File: src/design/rvdiv_pkg.sv
package rvdiv_pkg;

    localparam int XLEN      = 64;
    localparam int WLEN      = 32;
    localparam int EXT_W     = XLEN + 1;    // Guard bit for the partial remainder sign
    localparam int CNT_W     = 7;
    localparam int QNT_STEPS = XLEN;
    localparam int REM_STEPS = XLEN + 1;    // One more for the remainder fix

    typedef enum logic [1:0] {
        DIV  = 2'b00,
        DIVU = 2'b01,
        REM  = 2'b10,
        REMU = 2'b11
    } div_func_t;

    typedef struct packed {
        logic [WLEN-1:0] hi;
        logic [WLEN-1:0] lo;
    } div_halves_t;

    // Full double word, or two words when the word flag is set
    typedef union packed {
        logic [XLEN-1:0] dword;
        div_halves_t     half;
    } div_operand_t;

    typedef struct packed {
        logic word;
        logic rem;
        logic sgn;
        logic neg_q;
        logic neg_r;
    } div_ctrl_t;

    typedef struct packed {
        logic            hit;
        logic [XLEN-1:0] value;
    } div_special_t;

endpackage

File: src/design/rvdiv_core.sv
`timescale 1ns/1ps

module rvdiv_core (
    input  logic                        clk,
    input  logic                        resetn,
    input  logic                        valid_i,
    input  rvdiv_pkg::div_ctrl_t        ctrl_i,
    input  rvdiv_pkg::div_special_t     special_i,
    input  logic [rvdiv_pkg::EXT_W-1:0] dividend_i,
    input  logic [rvdiv_pkg::EXT_W-1:0] divisor_i,
    input  logic [5:0]                  shift_i,
    input  logic                        full_i,
    output logic                        ready_o,
    output logic                        load_o,
    output rvdiv_pkg::div_ctrl_t        ctrl_o,
    output rvdiv_pkg::div_special_t     special_o,
    output logic [rvdiv_pkg::XLEN-1:0]  quot_o,
    output logic [rvdiv_pkg::XLEN-1:0]  rem_o
);

    import rvdiv_pkg::*;

    typedef enum logic {
        S_IDLE,
        S_RUN
    } state_t;

    state_t           state;
    div_ctrl_t        ctrl_q;
    logic [CNT_W-1:0] count_q;
    logic [EXT_W-1:0] a_q;      // Partial remainder
    logic [XLEN-1:0]  q_q;      // Dividend bits out, quotient bits in
    logic [EXT_W-1:0] m_q;
    logic [XLEN-1:0]  low_mask;
    logic [EXT_W-1:0] a_shl;
    logic [EXT_W-1:0] a_step;
    logic [EXT_W-1:0] a_fix;
    logic             accept;
    logic             last;
    logic             fix_step;

    assign ready_o  = (state == S_IDLE) & ~full_i;
    assign accept   = valid_i & ready_o;
    assign last     = count_q == (ctrl_q.rem ? CNT_W'(REM_STEPS) : CNT_W'(QNT_STEPS));
    assign fix_step = count_q == CNT_W'(QNT_STEPS);   // Reached before last only for REM
    assign low_mask = ~({XLEN{1'b1}} << shift_i);

    //////////////////////////////////////////////////
    // Non-restoring step

    assign a_shl  = {a_q[XLEN-1:0], q_q[XLEN-1]};
    assign a_step = a_q[XLEN] ? a_shl + m_q : a_shl - m_q;
    assign a_fix  = a_q[XLEN] ? a_q + m_q : a_q;

    //////////////////////////////////////////////////
    // Sequencer

    always_ff @(posedge clk or negedge resetn) begin
        if (!resetn) begin
            state   <= S_IDLE;
            ctrl_q  <= '0;
            count_q <= '0;
        end else begin
            case (state)
                S_IDLE: begin
                    if (accept) begin
                        ctrl_q  <= ctrl_i;
                        count_q <= {1'b0, shift_i};
                        if (!special_i.hit) begin
                            state <= S_RUN;
                        end
                    end
                end
                S_RUN: begin
                    if (last) begin
                        state <= S_IDLE;
                    end else begin
                        count_q <= count_q + 1'b1;
                    end
                end
                default: state <= S_IDLE;
            endcase
        end
    end

    always_ff @(posedge clk) begin
        if (state == S_IDLE) begin
            if (accept) begin
                m_q <= divisor_i;
                a_q <= {1'b0, dividend_i[XLEN-1:0] & low_mask};
                q_q <= dividend_i[XLEN-1:0] & ~low_mask;
            end
        end else if (!last) begin
            if (fix_step) begin
                a_q <= a_fix;   // Restore a negative remainder
            end else begin
                a_q <= a_step;
                q_q <= {q_q[XLEN-2:0], ~a_step[XLEN]};
            end
        end
    end

    // Specials go straight to the result register on acceptance
    assign load_o = (state == S_IDLE) ? (accept & special_i.hit) : last;
    assign ctrl_o = (state == S_IDLE) ? ctrl_i : ctrl_q;

    always_comb begin
        special_o.hit   = (state == S_IDLE) & special_i.hit;
        special_o.value = special_i.value;
    end

    assign quot_o = q_q;
    assign rem_o  = a_q[XLEN-1:0];

endmodule

File: src/design/rvdiv_norm.sv
`timescale 1ns/1ps

module rvdiv_norm (
    input  logic [rvdiv_pkg::EXT_W-1:0] opr_a_i,
    input  logic [rvdiv_pkg::EXT_W-1:0] opr_b_i,
    output logic [5:0]                  shift_o
);

    import rvdiv_pkg::*;

    logic [2:0] a_pos;
    logic [2:0] b_pos;
    logic [3:0] pos_diff;

    // Highest byte holding more than sign bits, byte 0 as fallback
    function automatic logic [2:0] lead_byte(input logic [EXT_W-1:0] v);
        logic [2:0] pos;
        pos = 3'd0;
        for (int k = 1; k < XLEN / 8; k++) begin
            if (v[8*k +: 8] != {8{v[XLEN]}}) begin
                pos = 3'(k);
            end
        end
        return pos;
    endfunction

    assign a_pos    = lead_byte(opr_a_i);
    assign b_pos    = lead_byte(opr_b_i);
    assign pos_diff = {1'b0, a_pos} - {1'b0, b_pos};

    always_comb begin
        if (pos_diff[3]) begin
            shift_o = 6'd63;    // Dividend below divisor, one step left
        end else begin
            shift_o = 6'd56 - {pos_diff[2:0], 3'b000};
        end
    end

endmodule

File: src/design/rvdiv_prep.sv
`timescale 1ns/1ps

module rvdiv_prep (
    input  rvdiv_pkg::div_func_t        func_i,
    input  logic                        word_i,
    input  rvdiv_pkg::div_operand_t     opr_a_i,
    input  rvdiv_pkg::div_operand_t     opr_b_i,
    output rvdiv_pkg::div_ctrl_t        ctrl_o,
    output rvdiv_pkg::div_special_t     special_o,
    output logic [rvdiv_pkg::EXT_W-1:0] dividend_o,
    output logic [rvdiv_pkg::EXT_W-1:0] divisor_o,
    output logic [5:0]                  shift_o
);

    import rvdiv_pkg::*;

    logic              rem_op;
    logic              sgn_op;
    logic [XLEN-1:0]   a_ext;
    logic [XLEN-1:0]   b_ext;
    logic [EXT_W-1:0]  a_m;
    logic [EXT_W-1:0]  b_m;
    logic [EXT_W-1:0]  a_abs;
    logic [EXT_W-1:0]  b_abs;
    logic              a_min;
    logic              zero_div;
    logic              ovf;
    logic              zero_dvd;
    logic [2*XLEN-1:0] a_rot;

    assign rem_op = (func_i == REM) || (func_i == REMU);
    assign sgn_op = (func_i == DIV) || (func_i == REM);

    // Word ops only look at the low half
    always_comb begin
        if (word_i) begin
            a_ext = {{WLEN{sgn_op & opr_a_i.half.lo[WLEN-1]}}, opr_a_i.half.lo};
            b_ext = {{WLEN{sgn_op & opr_b_i.half.lo[WLEN-1]}}, opr_b_i.half.lo};
        end else begin
            a_ext = opr_a_i.dword;
            b_ext = opr_b_i.dword;
        end
    end

    assign a_m   = {sgn_op & a_ext[XLEN-1], a_ext};
    assign b_m   = {sgn_op & b_ext[XLEN-1], b_ext};
    assign a_abs = a_m[XLEN] ? -a_m : a_m;
    assign b_abs = b_m[XLEN] ? -b_m : b_m;

    //////////////////////////////////////////////////
    // Special cases

    assign a_min = word_i ? (a_ext == {{(XLEN-WLEN+1){1'b1}}, {(WLEN-1){1'b0}}})
                          : (a_ext == {1'b1, {(XLEN-1){1'b0}}});

    assign zero_div = (b_ext == '0);
    assign ovf      = sgn_op & a_min & (b_ext == '1);
    assign zero_dvd = (a_ext == '0);

    always_comb begin
        special_o.hit = zero_div | ovf | zero_dvd;
        if (zero_div) begin
            special_o.value = rem_op ? a_ext : '1;
        end else if (ovf) begin
            special_o.value = rem_op ? '0 : a_ext;
        end else begin
            special_o.value = '0;       // Zero dividend
        end
    end

    //////////////////////////////////////////////////
    // Loop start state

    always_comb begin
        ctrl_o.word  = word_i;
        ctrl_o.rem   = rem_op;
        ctrl_o.sgn   = sgn_op;
        ctrl_o.neg_q = a_m[XLEN] ^ b_m[XLEN];
        ctrl_o.neg_r = a_m[XLEN];   // Remainder follows the dividend
    end

    rvdiv_norm u_norm (
        .opr_a_i (a_abs),
        .opr_b_i (b_abs),
        .shift_o (shift_o)
    );

    // Rotate so the skipped top bits sit at the bottom for the remainder
    assign a_rot      = {a_abs[XLEN-1:0], a_abs[XLEN-1:0]} << shift_o;
    assign dividend_o = {1'b0, a_rot[2*XLEN-1:XLEN]};
    assign divisor_o  = b_abs;

endmodule

File: src/design/rvdiv_result.sv
`timescale 1ns/1ps

module rvdiv_result (
    input  logic                       clk,
    input  logic                       resetn,
    input  logic                       load_i,
    input  rvdiv_pkg::div_ctrl_t       ctrl_i,
    input  rvdiv_pkg::div_special_t    special_i,
    input  logic [rvdiv_pkg::XLEN-1:0] quot_i,
    input  logic [rvdiv_pkg::XLEN-1:0] rem_i,
    input  logic                       res_ready_i,
    output logic [rvdiv_pkg::XLEN-1:0] res_o,
    output logic                       res_valid_o,
    output logic                       full_o
);

    import rvdiv_pkg::*;

    logic [XLEN-1:0] quot_fix;
    logic [XLEN-1:0] rem_fix;
    div_operand_t    raw;
    logic [XLEN-1:0] res_d;
    logic [XLEN-1:0] res_q;
    logic            valid_q;

    // Loop works on magnitudes, signs come back here
    assign quot_fix = ctrl_i.neg_q ? -quot_i : quot_i;
    assign rem_fix  = ctrl_i.neg_r ? -rem_i : rem_i;

    always_comb begin
        if (special_i.hit) begin
            raw.dword = special_i.value;
        end else if (ctrl_i.rem) begin
            raw.dword = rem_fix;
        end else begin
            raw.dword = quot_fix;
        end
    end

    assign res_d = ctrl_i.word ? {{WLEN{raw.half.lo[WLEN-1]}}, raw.half.lo} : raw.dword;

    always_ff @(posedge clk or negedge resetn) begin
        if (!resetn) begin
            valid_q <= 1'b0;
        end else if (load_i) begin
            valid_q <= 1'b1;
        end else if (res_ready_i) begin
            valid_q <= 1'b0;    // Consumed
        end
    end

    always_ff @(posedge clk) begin
        if (load_i) begin
            res_q <= res_d;
        end
    end

    assign res_o       = res_q;
    assign res_valid_o = valid_q;
    assign full_o      = valid_q; // Blocks new requests while held

endmodule

File: src/design/rvdiv_top.sv
`timescale 1ns/1ps

module rvdiv_top (
    input  logic                       clk,
    input  logic                       resetn,
    input  logic                       valid_i,
    input  rvdiv_pkg::div_func_t       func_i,
    input  logic                       word_i,
    input  rvdiv_pkg::div_operand_t    opr_a_i,
    input  rvdiv_pkg::div_operand_t    opr_b_i,
    output logic                       ready_o,
    output logic [rvdiv_pkg::XLEN-1:0] res_o,
    output logic                       res_valid_o,
    input  logic                       res_ready_i
);

    import rvdiv_pkg::*;

    div_ctrl_t        prep_ctrl;
    div_special_t     prep_special;
    logic [EXT_W-1:0] dividend;
    logic [EXT_W-1:0] divisor;
    logic [5:0]       shift;

    div_ctrl_t        core_ctrl;
    div_special_t     core_special;
    logic             load;
    logic [XLEN-1:0]  quot;
    logic [XLEN-1:0]  rem;
    logic             full;

    rvdiv_prep u_prep (
        .func_i     (func_i),
        .word_i     (word_i),
        .opr_a_i    (opr_a_i),
        .opr_b_i    (opr_b_i),
        .ctrl_o     (prep_ctrl),
        .special_o  (prep_special),
        .dividend_o (dividend),
        .divisor_o  (divisor),
        .shift_o    (shift)
    );

    rvdiv_core u_core (
        .clk        (clk),
        .resetn     (resetn),
        .valid_i    (valid_i),
        .ctrl_i     (prep_ctrl),
        .special_i  (prep_special),
        .dividend_i (dividend),
        .divisor_i  (divisor),
        .shift_i    (shift),
        .full_i     (full),
        .ready_o    (ready_o),
        .load_o     (load),
        .ctrl_o     (core_ctrl),
        .special_o  (core_special),
        .quot_o     (quot),
        .rem_o      (rem)
    );

    rvdiv_result u_result (
        .clk         (clk),
        .resetn      (resetn),
        .load_i      (load),
        .ctrl_i      (core_ctrl),
        .special_i   (core_special),
        .quot_i      (quot),
        .rem_i       (rem),
        .res_ready_i (res_ready_i),
        .res_o       (res_o),
        .res_valid_o (res_valid_o),
        .full_o      (full)
    );

endmodule

File: config.mk
export PLATFORM = sky130hd
export DESIGN_NAME = rvdiv_top
export DESIGN_NICKNAME = d
export VERILOG_FILES = /design/src/design/rvdiv_pkg.sv /design/src/design/rvdiv_core.sv /design/src/design/rvdiv_norm.sv /design/src/design/rvdiv_prep.sv /design/src/design/rvdiv_result.sv /design/src/design/rvdiv_top.sv
export SDC_FILE = /design/constraint.sdc
export NUM_CORES = 2
export LEC_CHECK = 0
export BUFFER_PORTS_ARGS = -buffer_cell sky130_fd_sc_hd__buf_2
export CAP_MARGIN = 30
export CORE_AREA = 2 2 194 291
export DETAILED_ROUTE_END_ITERATION = 8
export DIE_AREA = 0 0 196 293
export HOLD_SLACK_MARGIN = 0.05
export PLACE_DENSITY = 0.84
export REMOVE_ABC_BUFFERS = 1
export SETUP_SLACK_MARGIN = 0.3
export SYNTH_ARGS = -nofsm -noshare
export SYNTH_HDL_FRONTEND = slang
export SYNTH_SLANG_ARGS = --single-unit
File: constraint.sdc
create_clock -name clk -period 6.6 [get_ports clk]
set_clock_uncertainty 0.15 [all_clocks]
set_input_delay 0.33 -clock clk [delete_from_list [all_inputs] [get_ports clk]]
set_output_delay 0.33 -clock clk [all_outputs]
set_load 0.01 [all_outputs]
==> reports/metrics.cfg <==
[clocking]
cts_buffers=30
cts_tree=done
ctsLongestPathBuffers=3
clock_sinks=271
cts_max_level=1
clk_latency_ns=0.64
cts_root_buffer=clkbuf_16
clk_pin_slew_ns=0.07

[setup_path]
cp-endpoint=u_core.a_q[24]$_DFFE_PP_
end_kind=register
r2r_slack_ns=0.43
worstPathArrival_ns=6.45
worstReg2RegEnd=u_core.a_q[64]$_SDFFCE_PN0P_
r2r_cells=19
cp_max_fo=12
worstPathRequired_ns=6.79
r2r_start=u_core.m_q[13]$_DFFE_PP_
crit_type=in2reg
critical_path.startpoint=opr_b_i[4]
startpoint_type=input port

[placement]
port_buffers=200
post-dp-hpwl_um=117000
routabilityCongestion=1.133

[timing]
report.final.slew_viol_count=0
setup_violations=0
tightest_slew_ns=1.106
fmax_ghz=0.1596
layout_min_cycle_time_ns=6.266
rsz0062_at_grt=true
finalCritPeriodShare_pct=94.94
finalHoldViolations=0
max_slew_margin_pct=25.98
setup_tns_ns=0

[pwr]
power_density_nw_per_um2=546.6
peakVddDrop_mv=0.2711
p_leak_nw=14.75
p_switching_mw=10.54
switching_share_pct=52.69
seqPwrFrac_pct=20.6
p_clk_share_pct=9.5
combPwrFrac_pct=70.0
power_mw=20.00
internal-power_mw=9.461

[synthesis]
syn-cell-area_um2=30930
synth-seq-cells=271
synthArstFlopShare_pct=4.797
synth_flop_cell=edfxtp_1
synth_edf_count=258
ys_seq_area_share_pct=26.10
syn_inst=3947
synth_warnings=0
avgSynthCellArea_um2=7.837
synth_cell_types=94

[floorplanning]
num_rows=105
die-height_um=293
ios=201
die_w_um=196
dieArea_um2=57430
coreArea_um2=54650
initial_core_util_pct=56.60

[finish]
drive_gt1_share_pct=16.14
multiInputGateArea_um2=21840
nFillCells=4645
syn_to_final_growth_pct=18.26
final_cell_mix=nand2_1 (409), a21oi_1 (342), nor2_1 (337)
final_common_cell=nand2_1
utilization_pct=66.93
regArea_um2=8077
nets=4628

[status]
run_status=finished clean

[route]
via_per_inst=7.110
wirelength_um=150500
drt_iter0_markers=5000
wl_per_cell_um=29.67
via_count=36070
drc=0
first_pass_iters=7
ant_nets=0

[global_routing]
grt_first_pass_wirelength_um=217800
antenna_found_initial=11
grt_max_degree=76
grt.total_usage_pct=50.80
first_global_vias=34360
overflow=0

[min_path]
min-delay-path-class=in2reg
min_path_cells=3

[flow_run]
maxCapViolCount=0

[layer usage]
layer	track usage [%]	routed length [µm]	share of wire, %	vias to the layer above
met5	0	69	0.046	-
met4	45.12	16710	11	10
met3	13.82	17900	12	869
met2	81.40	66730	44	2758
met1	55.12	49130	33	16710
li1	-	-	-	15720
[cells by family (layout without fill, tap and decap cells)]
group / after synthesis / count (layout) / synth area share (%)
and+or+nand+nor: 1370 / 1370 / 21.35
AOI/OAI and AO/OA: 1338 / 1338 / 27.66
xor gates and xnor gates: 418 / 418 / 11.84
buffers and inverters: 323 / 751 / 4.101
DFF: 271 / 271 / 26.10
adders and majority gates: 142 / 142 / 5.816
muxes: 84 / 84 / 3.127
other: 1 / 4 / 0.01212
[through the flow]
step / instance area, µm² / setup WS [ns] / instances / hold WS (ns)
floorplan: 30000 / -1.460 / 3714 / -0.1156
global placement: 34580 / -0.03360 / 4937 / 0.08124
detailed placement: 34580 / -0.07337 / 4937 / 0.08068
CTS: 36380 / 0.2331 / 5063 / 0.05019
global route: 36580 / 0.2184 / 5071 / 0.07115
finish: 36580 / 0.3340 / 5073 / 0.05280
[final cells by class]
cell class | instances | area share [%]
clock inverters | 24 | 0.7935
multi-input cells | 3353 | 59.71
repair buffers | 605 | 11.97
inverters | 90 | 0.9235
diodes | 3 | 0.02052
well taps | 695 | 2.377
clock buffers | 32 | 2.131
flip-flops and latches | 271 | 22.08
[cells in the mapped netlist (19+ instances only)]
library cell    n  area, µm²
xnor2_1       198       1734
nand2b_1       41      256.5
o31ai_1        42      315.3
or3_1          37      231.5
mux2i_1        55      550.5
nor3_1        141      705.7
buf_1          28      105.1
a211oi_1       42      315.3
o21bai_1       27      202.7
o41ai_1        28      245.2
o221ai_1       30      262.8
xor2_1        220       1927
o211ai_1       68      510.5
o22ai_1        28      175.2
a22oi_1        22      165.2
ha_1          139       1739
a21o_1        111      833.3
nand3_1        78      390.4
nor4_1         64      400.4
nand4_1        70      437.9
and2_1         19      118.9
a31oi_1        95      594.3
a41oi_1        21      183.9
a21oi_1       347       1737
nor2_1        344       1291
o21a_1         22      165.2
clkbuf_1      185      694.4
edfxtp_1      258       7747
o21ai_0       305       1526
or4_1          38      285.3
inv_1          88      330.3
mux2_2         21      236.5
nand2_1       411       1543
and3_1         36      225.2
[worst max-delay path, stage by stage]
cell,delay [ns]
dlygate4sd3_1,0.58
buf_2,0.19
nor3_1,0.30
and2_1,0.30
nand4_1,0.23
buf_4,0.22
or2_2,0.34
nor4_1,0.37
buf_4,0.20
o41ai_1,0.11
nor4b_2,0.47
buf_4,0.20
nand2_1,0.05
o21ba_1,0.33
ha_1,0.27
nor2b_1,0.13
o21ai_1,0.23
and2_2,0.31
buf_4,0.25
nor2_1,0.19
a221oi_1,0.58
buf_4,0.23
a21oi_1,0.04
[flip-flops by register name (all words and copies together), names as in the netlist]
register and cells:
u_core.count_q 7, u_result.res_o 64, u_core.state 1, u_core.a_q 65, u_core.quot_o 64, u_result.full_o 1, u_core.ctrl_q 4, u_core.m_q 65
[repair_timing]
| action | 4_1_cts | 5_1_grt |
|---|---|---|
| resized for setup | 7 | 40 |
| pin swaps | 0 | 6 |
| setup endpoints to repair | 12 | 114 |
| hold endpoints to repair | 78 | 0 |
| hold buffers | 70 | 0 |
| buffers inserted | 0 | 4 |
[power groups by stage]
stage / Sequential, mW / Clock (mW) / Combinational [mW]
after floorplan: 3.70 / 0 / 9.02
after global placement: 4.03 / 0 / 13.0
after detailed placement: 4.04 / 0 / 13.1
after CTS: 4.01 / 1.88 / 13.3
after global routing: 4.11 / 1.94 / 14.8
final: 4.11 / 1.89 / 14.0
[how the worst min path moves through the flow]
stage,start,endpoint,slack (ns)
after CTS,opr_a_i[3],u_result.res_o[3]$_DFFE_PP_,0.05
after floorplan,resetn,u_core.count_q[0]$_DFFE_PN0P_,-0.12
after global routing,opr_a_i[20],u_result.res_o[20]$_DFFE_PP_,0.07
after detailed placement,resetn,u_core.count_q[3]$_DFFE_PN0P_,0.08
after global placement,resetn,u_core.count_q[3]$_DFFE_PN0P_,0.08
final,opr_a_i[22],u_result.res_o[22]$_DFFE_PP_,0.05
(Power assumes the default switching activity.)
